### src/hw/axil_rd_pkg.sv
// ********************
// AXI-Lite read crossbar package.
// Widths, slave windows and shared types.
// ********************

`default_nettype none

package axil_rd_pkg;

    localparam int ADDR_W    = 32;
    localparam int DATA_W    = 32;
    localparam int N_MST     = 2;
    localparam int N_SLV     = 2;
    localparam int MST_IDX_W = 1;
    localparam int SLV_IDX_W = 1;

    typedef logic [ADDR_W-1:0] addr_t;
    typedef logic [DATA_W-1:0] data_t;
    typedef logic [N_MST-1:0]  mst_mask_t;

    // One inclusive address window per slave.
    localparam addr_t SLV_BASE [N_SLV] = '{32'h43c0_0000, 32'h43c1_0000};
    localparam addr_t SLV_LAST [N_SLV] = '{32'h43c0_ffff, 32'h43c1_ffff};

    typedef enum logic [1:0] {
        RESP_OKAY   = 2'b00,
        RESP_DECERR = 2'b11
    } axil_resp_e;

    typedef enum logic [1:0] {
        RD_IDLE = 2'b00,
        RD_ADDR = 2'b01,
        RD_DATA = 2'b10
    } rd_state_e;

endpackage

`default_nettype wire

### src/hw/axil_rd_if.sv
// ********************
// AXI-Lite read channel.
// AR and R signals with master and slave views.
// ********************

`timescale 1ns/1ps
`default_nettype none

interface axil_rd_if
    import axil_rd_pkg::*;
();

    addr_t      araddr;
    logic       arvalid;
    logic       arready;
    data_t      rdata;
    axil_resp_e rresp;
    logic       rvalid;
    logic       rready;

    modport master (
        output araddr, arvalid, rready,
        input  arready, rdata, rresp, rvalid
    );

    modport slave (
        input  araddr, arvalid, rready,
        output arready, rdata, rresp, rvalid
    );

endinterface

`default_nettype wire

### src/hw/rr_arbiter.sv
// ********************
// Round-robin arbiter.
// Grants the first requester at or after the priority pointer.
// ********************

`timescale 1ns/1ps
`default_nettype none

module rr_arbiter
    import axil_rd_pkg::*;
(
    input  wire logic      clk_i,
    input  wire logic      rstn_i,
    input  wire mst_mask_t req_i,
    input  wire logic      take_i,
    output mst_mask_t      grant_o
);

    logic [MST_IDX_W-1:0] ptr_q;
    logic [MST_IDX_W-1:0] gnt_idx;

    always_comb begin
        int   idx;
        logic found;
        grant_o = '0;
        gnt_idx = '0;
        found   = 1'b0;
        for (int i = 0; i < N_MST; i++) begin
            idx = int'(ptr_q) + i;
            if (idx >= N_MST) begin
                idx = idx - N_MST; // Wrap past the last master.
            end
            if (req_i[idx] && !found) begin
                grant_o[idx] = 1'b1;
                gnt_idx      = MST_IDX_W'(idx);
                found        = 1'b1;
            end
        end
    end

    // Pointer moves past the master that was just served.
    always_ff @(posedge clk_i or negedge rstn_i) begin
        if (!rstn_i) begin
            ptr_q <= '0;
        end else if (take_i) begin
            ptr_q <= (int'(gnt_idx) == N_MST - 1) ? '0 : gnt_idx + 1'b1;
        end
    end

endmodule

`default_nettype wire

### src/hw/rd_router.sv
// ********************
// Read router.
// Decodes the granted address, steers AR and R,
// and answers unmapped reads with DECERR.
// ********************

`timescale 1ns/1ps
`default_nettype none

module rd_router
    import axil_rd_pkg::*;
(
    input  wire logic  clk_i,
    input  wire logic  rstn_i,
    axil_rd_if.slave   mst [N_MST],
    axil_rd_if.master  slv [N_SLV],
    output mst_mask_t  req_o,
    input  wire mst_mask_t grant_i,
    output logic       take_o
);

    function automatic logic [MST_IDX_W-1:0] onehot_to_idx(input mst_mask_t oh);
        logic [MST_IDX_W-1:0] idx;
        idx = '0;
        for (int i = 0; i < N_MST; i++) begin
            if (oh[i]) begin
                idx = MST_IDX_W'(i);
            end
        end
        return idx;
    endfunction

    // Windows are checked in order and the first hit wins.
    function automatic logic [SLV_IDX_W:0] decode(input addr_t addr);
        logic [SLV_IDX_W:0] res;
        res = '0;
        for (int i = N_SLV - 1; i >= 0; i--) begin
            if (addr >= SLV_BASE[i] && addr <= SLV_LAST[i]) begin
                res = {1'b1, SLV_IDX_W'(i)};
            end
        end
        return res;
    endfunction

    addr_t      mst_araddr  [N_MST];
    logic       mst_arvalid [N_MST];
    logic       mst_rready  [N_MST];
    logic       mst_arready [N_MST];
    data_t      mst_rdata   [N_MST];
    axil_resp_e mst_rresp   [N_MST];
    logic       mst_rvalid  [N_MST];

    addr_t      slv_araddr  [N_SLV];
    logic       slv_arvalid [N_SLV];
    logic       slv_rready  [N_SLV];
    logic       slv_arready [N_SLV];
    data_t      slv_rdata   [N_SLV];
    axil_resp_e slv_rresp   [N_SLV];
    logic       slv_rvalid  [N_SLV];

    for (genvar i = 0; i < N_MST; i++) begin : g_mst
        assign mst_araddr[i]  = mst[i].araddr;
        assign mst_arvalid[i] = mst[i].arvalid;
        assign mst_rready[i]  = mst[i].rready;
        assign mst[i].arready = mst_arready[i];
        assign mst[i].rdata   = mst_rdata[i];
        assign mst[i].rresp   = mst_rresp[i];
        assign mst[i].rvalid  = mst_rvalid[i];
        assign req_o[i]       = mst_arvalid[i];
    end

    for (genvar i = 0; i < N_SLV; i++) begin : g_slv
        assign slv[i].araddr  = slv_araddr[i];
        assign slv[i].arvalid = slv_arvalid[i];
        assign slv[i].rready  = slv_rready[i];
        assign slv_arready[i] = slv[i].arready;
        assign slv_rdata[i]   = slv[i].rdata;
        assign slv_rresp[i]   = slv[i].rresp;
        assign slv_rvalid[i]  = slv[i].rvalid;
    end

    rd_state_e            state_q, state_d;
    logic [MST_IDX_W-1:0] gnt_idx, gnt_idx_q;
    logic [SLV_IDX_W:0]   dec;
    logic [SLV_IDX_W-1:0] dec_idx_q;
    logic                 dec_vld_q;

    assign gnt_idx = onehot_to_idx(grant_i);
    assign dec     = decode(mst_araddr[gnt_idx]);
    assign take_o  = (state_q == RD_IDLE) && |grant_i;

    always_ff @(posedge clk_i or negedge rstn_i) begin
        if (!rstn_i) begin
            state_q   <= RD_IDLE;
            gnt_idx_q <= '0;
            dec_idx_q <= '0;
            dec_vld_q <= 1'b0;
        end else begin
            state_q <= state_d;
            if (take_o) begin
                gnt_idx_q <= gnt_idx;
                dec_idx_q <= dec[SLV_IDX_W-1:0];
                dec_vld_q <= dec[SLV_IDX_W];
            end
        end
    end

    always_comb begin
        state_d = state_q;
        case (state_q)
            RD_IDLE: begin
                if (take_o) begin
                    state_d = RD_ADDR;
                end
            end
            RD_ADDR: begin
                // Unmapped address is accepted locally in one cycle.
                if (!dec_vld_q || (slv_arvalid[dec_idx_q] && slv_arready[dec_idx_q])) begin
                    state_d = RD_DATA;
                end
            end
            RD_DATA: begin
                if (mst_rvalid[gnt_idx_q] && mst_rready[gnt_idx_q]) begin
                    state_d = RD_IDLE;
                end
            end
            default: state_d = RD_IDLE;
        endcase
    end

    // Only the decoded slave sees traffic.
    always_comb begin
        for (int i = 0; i < N_SLV; i++) begin
            slv_araddr[i]  = '0;
            slv_arvalid[i] = 1'b0;
            slv_rready[i]  = 1'b0;
        end
        if (dec_vld_q) begin
            if (state_q == RD_ADDR) begin
                slv_araddr[dec_idx_q]  = mst_araddr[gnt_idx_q];
                slv_arvalid[dec_idx_q] = mst_arvalid[gnt_idx_q];
            end else if (state_q == RD_DATA) begin
                slv_rready[dec_idx_q] = mst_rready[gnt_idx_q];
            end
        end
    end

    // Master side.
    always_comb begin
        for (int i = 0; i < N_MST; i++) begin
            mst_arready[i] = 1'b0;
            mst_rdata[i]   = '0;
            mst_rresp[i]   = RESP_OKAY;
            mst_rvalid[i]  = 1'b0;
        end
        if (state_q == RD_ADDR) begin
            mst_arready[gnt_idx_q] = dec_vld_q ? slv_arready[dec_idx_q] : 1'b1;
        end else if (state_q == RD_DATA) begin
            if (dec_vld_q) begin
                mst_rvalid[gnt_idx_q] = slv_rvalid[dec_idx_q];
                mst_rresp[gnt_idx_q]  = slv_rresp[dec_idx_q];
                mst_rdata[gnt_idx_q]  = slv_rdata[dec_idx_q];
            end else begin
                mst_rvalid[gnt_idx_q] = 1'b1;
                mst_rresp[gnt_idx_q]  = RESP_DECERR; // Data stays zero.
            end
        end
    end

endmodule

`default_nettype wire

### src/hw/axil_rd_xbar.sv
// ********************
// AXI-Lite read crossbar top.
// Two masters share one arbitrated read path to two slaves.
// ********************

`timescale 1ns/1ps
`default_nettype none

module axil_rd_xbar
    import axil_rd_pkg::*;
(
    input  wire logic       clk_i,
    input  wire logic       rstn_i,

    input  wire addr_t      mst_araddr_i  [N_MST],
    input  wire logic       mst_arvalid_i [N_MST],
    input  wire logic       mst_rready_i  [N_MST],
    output logic            mst_arready_o [N_MST],
    output data_t           mst_rdata_o   [N_MST],
    output axil_resp_e      mst_rresp_o   [N_MST],
    output logic            mst_rvalid_o  [N_MST],

    output addr_t           slv_araddr_o  [N_SLV],
    output logic            slv_arvalid_o [N_SLV],
    output logic            slv_rready_o  [N_SLV],
    input  wire logic       slv_arready_i [N_SLV],
    input  wire data_t      slv_rdata_i   [N_SLV],
    input  wire axil_resp_e slv_rresp_i   [N_SLV],
    input  wire logic       slv_rvalid_i  [N_SLV]
);

    axil_rd_if mst_if [N_MST] ();
    axil_rd_if slv_if [N_SLV] ();

    mst_mask_t req;
    mst_mask_t grant;
    logic      take;

    for (genvar i = 0; i < N_MST; i++) begin : g_mst
        assign mst_if[i].araddr  = mst_araddr_i[i];
        assign mst_if[i].arvalid = mst_arvalid_i[i];
        assign mst_if[i].rready  = mst_rready_i[i];
        assign mst_arready_o[i]  = mst_if[i].arready;
        assign mst_rdata_o[i]    = mst_if[i].rdata;
        assign mst_rresp_o[i]    = mst_if[i].rresp;
        assign mst_rvalid_o[i]   = mst_if[i].rvalid;
    end

    for (genvar i = 0; i < N_SLV; i++) begin : g_slv
        assign slv_araddr_o[i]   = slv_if[i].araddr;
        assign slv_arvalid_o[i]  = slv_if[i].arvalid;
        assign slv_rready_o[i]   = slv_if[i].rready;
        assign slv_if[i].arready = slv_arready_i[i];
        assign slv_if[i].rdata   = slv_rdata_i[i];
        assign slv_if[i].rresp   = slv_rresp_i[i];
        assign slv_if[i].rvalid  = slv_rvalid_i[i];
    end

    rr_arbiter rr_arbiter_inst (
        .clk_i  (clk_i),
        .rstn_i (rstn_i),
        .req_i  (req),
        .take_i (take),
        .grant_o(grant)
    );

    rd_router rd_router_inst (
        .clk_i  (clk_i),
        .rstn_i (rstn_i),
        .mst    (mst_if),
        .slv    (slv_if),
        .req_o  (req),
        .grant_i(grant),
        .take_o (take)
    );

endmodule

`default_nettype wire

### config.mk
export PLATFORM = sky130hd
export DESIGN_NAME = axil_rd_xbar
export DESIGN_NICKNAME = d
export VERILOG_FILES = /design/src/hw/axil_rd_pkg.sv /design/src/hw/axil_rd_if.sv /design/src/hw/rr_arbiter.sv /design/src/hw/rd_router.sv /design/src/hw/axil_rd_xbar.sv
export SDC_FILE = /design/constraint.sdc
export NUM_CORES = 1
export LEC_CHECK = 0
export BUFFER_PORTS_ARGS = -buffer_cell sky130_fd_sc_hd__buf_2
export CAP_MARGIN = 0
export CORE_AREA = 2 2 109 111
export CTS_CLUSTER_SIZE = 12
export DETAILED_ROUTE_END_ITERATION = 10
export DIE_AREA = 0 0 111 113
export HOLD_SLACK_MARGIN = 0.02
export REMOVE_ABC_BUFFERS = 1
export SLEW_MARGIN = 20
export SYNTH_ARGS = -nofsm -noshare
export SYNTH_HDL_FRONTEND = slang
export SYNTH_SLANG_ARGS = --single-unit
### constraint.sdc
create_clock -name clk_i -period 1.8 [get_ports clk_i]
set_input_delay 0 -clock clk_i [delete_from_list [all_inputs] [get_ports clk_i]]
set_output_delay 0 -clock clk_i [all_outputs]
set_load 0.01 [all_outputs]
==> results.yml <==
outcome:
  outcome: "completed"
final_layout:
  drive_gt1_share_pct: 52.84
  utilization_pct: 32.79
  fillers: 1276
  layout.nets: 741
  synthToLayoutAreaGrowth_pct: 76.67
  n_antenna_cell: 0
drt:
  post-route-drc-count: 0
  first_iter_violations: 209
  vias_per_cell: 4.401
  drtAntennaViolNets: 0
  wl_per_cell_um: 14.16
  detail_route.first_pass.iterations: 4
  route.vias.total: 3261
  routed_wl_mm: 10.49
logic_synthesis:
  ys_warn_count: 0
  synthFlopType: "dfrtp_1"
  synthTopCellsByArea: "nor2_1, mux2i_1, mux2_2"
  synth_commonest_cells: "nor2_1, mux2i_1, nand2_1"
  async_flop_share_pct: 100.0
  seq_area_frac_synth_pct: 7.177
  synth_top_area_cell: "nor2_1"
  synth_cell_types: 36
  yosys.cell_count.top_type: "nor2_1"
  synth_edf_count: 0
  syn_inst: 339
  netlist_area_sq_mm: 0.002092
  ys_seq_elements: 6
  avgSynthCellArea_sq_um: 6.171
  synth_top_area_share_pct: 24.76
place:
  hpwl_mm: 8.925
  place_ws_ns: 0.1372
  routabilityCongestion: 0.8370
  place.port_buffers: 281
cts:
  post_cts_resized: 0
  clock_path_buffers: 2
  cts_buffers: 3
  clkLatencyLatePin_ns: 0.23
  root_buffer: "clkbuf_16"
  htreeDepth: 1
  clock_sinks: 6
  cts_tree: "yes"
  clk_pin_slew_ns: 0.04
hold_path:
  holdCritPathClass: "in -> reg"
worst_setup_path:
  crit_path_end_kind: "flip-flop"
  critPathLaunchType: "flip-flop"
  cp_max_fo: 5
  required_ns: 1.91
  arrival_ns: 1.79
  worstSetupPathType: "reg -> reg"
die:
  die_area_sq_mm: 0.01254
  die_h_um: 113
  start_util_pct: 18.56
  ios: 282
  fp.dieW_um: 111
  num_rows: 39
  core-area_sq_mm: 0.01127
flow_run:
  drv_cap: 0
grt:
  track_usage_pct: 15.43
  grt_remaining_overflow: 0
  grtUsageMet1_pct: 17.20
  grtUsageMet3_pct: 4.339
  grt_antenna_before_repair: 0
  gr-usage-met2_pct: 29.94
  grt_pass1_wl_mm: 15.79
  busiest_layer: "met2"
  grt_pass1_vias: 3065
  grt_max_degree: 37
power:
  cellPowerDensity_mw_per_mm2: 777.5
  p_leak_nw: 2.198
  p_seq_share_pct: 10.6
  p_clk_share_pct: 13.0
  p_sw_share_pct: 51.56
  p_int_mw: 1.392
  power_mw: 2.874
  power.switching_mw: 1.482
  irDropWorstVdd_v: 0.0004096
  combinationalPowerShare_pct: 76.4
sta:
  finalSetupTns_ns: 0
  setup_ws_ns: 0.1220
  slew_headroom_pct: 73.29
  setup_violations: 0
  skew_ns: 0.004093
  finalHoldViolations: 0
  period_share_pct: 93.22
  rsz0062_at_grt: "no"
  fin_crit_ns: 1.678
  fmax_mhz: 596.0
  maxSlewViolCount: 0
  worst_pin_slew_ns: 0.3980
## worst max-delay path: stages, from the launching register on
cell and delay, ns:
dfrtp_1 0.38, nand2b_4 0.18, and2_1 0.22, mux2_1 0.35, and3_1 0.20, o31a_1 0.23
## per-stage QoR
stage               std cells  hold slack, ns  cell area [sq um]
finish                    741          0.1139               3696
detailed placement        736         -0.1634               3607
global route              741          0.1402               3696
global placement          736         -0.1643               3607
CTS                       741          0.1106               3696
floorplan                 305         -0.2956               1929
## cell type report
cell class	count	area (sq um)	share of cell area, %
Clock buffer	4	78.83	2.133
Inverter	1	3.754	0.1016
Multi-Input combinational cell	298	1775	48.04
Sequential cell	6	152.6	4.130
Tap cell	143	178.9	4.841
Timing Repair Buffer	289	1506	40.76
## final timing paths
check | slack (ns) | start | to | cells after the start
hold / removal | 0.11 | mst_arvalid_i[0] | flip-flop | 2
hold reg to reg | 0.49 | flip-flop | flip-flop | 1
max in group asynchronous | 1.47 | rstn_i | rd_router_inst.dec_idx_q | 2
setup / recovery | 0.12 | flip-flop | rd_router_inst.dec_vld_q | 5
setup reg to reg | 0.12 | flip-flop | rd_router_inst.dec_vld_q | 5
min in group asynchronous | 0.17 | rstn_i | asynchronous set/reset pin | 2
## metal layers
layer,wire length [um],share of wire (%),up-vias
li1,-,-,1641
met3,1033,9.8,4
met1,4058,39,1434
met5,0,0,-
met4,37,0.35,0
met2,5362,51,182
## repair_timing
item | 4_1_cts | 5_1_grt
hold endpoints to repair | 6 | 0
hold buffers | 1 | 0
setup buffers | 0 | 0
## cell usage in the layout, fill, tap and decap left out, drive strengths merged, types with 3 or more instances in the layout
cell,count
nor2,138
or4,3
o21ai,4
clkbuf,4
and2,3
nor2b,4
dfrtp,6
nor3,3
mux2i,37
nand3,6
buf,288
nand2b,4
a21oi,8
mux2,34
a211oi,6
nand2,37
## cells by family after synthesis
family | count (synthesis) | share of synthesized area (%)
multiplexers | 71 | 36.00
buffers and inverters | 35 | 7.954
AND/OR/NAND/NOR | 202 | 39.89
AO/OA/AOI/OAI | 25 | 8.972
flip-flops | 6 | 7.177
## power by group through the flow
| stage | clock [mW] | sequential (mW) | combinational [mW] |
|---|---|---|---|
| 2_1_floorplan | 0 | 0.402 | 1.22 |
| 3_3_place_gp | 0 | 0.303 | 2.21 |
| 3_5_place_dp | 0 | 0.305 | 2.22 |
| 4_1_cts | 0.386 | 0.302 | 2.23 |
| 5_1_grt | 0.391 | 0.320 | 2.42 |
| 6_report | 0.372 | 0.305 | 2.20 |
Power figures use the tool's default switching activity.
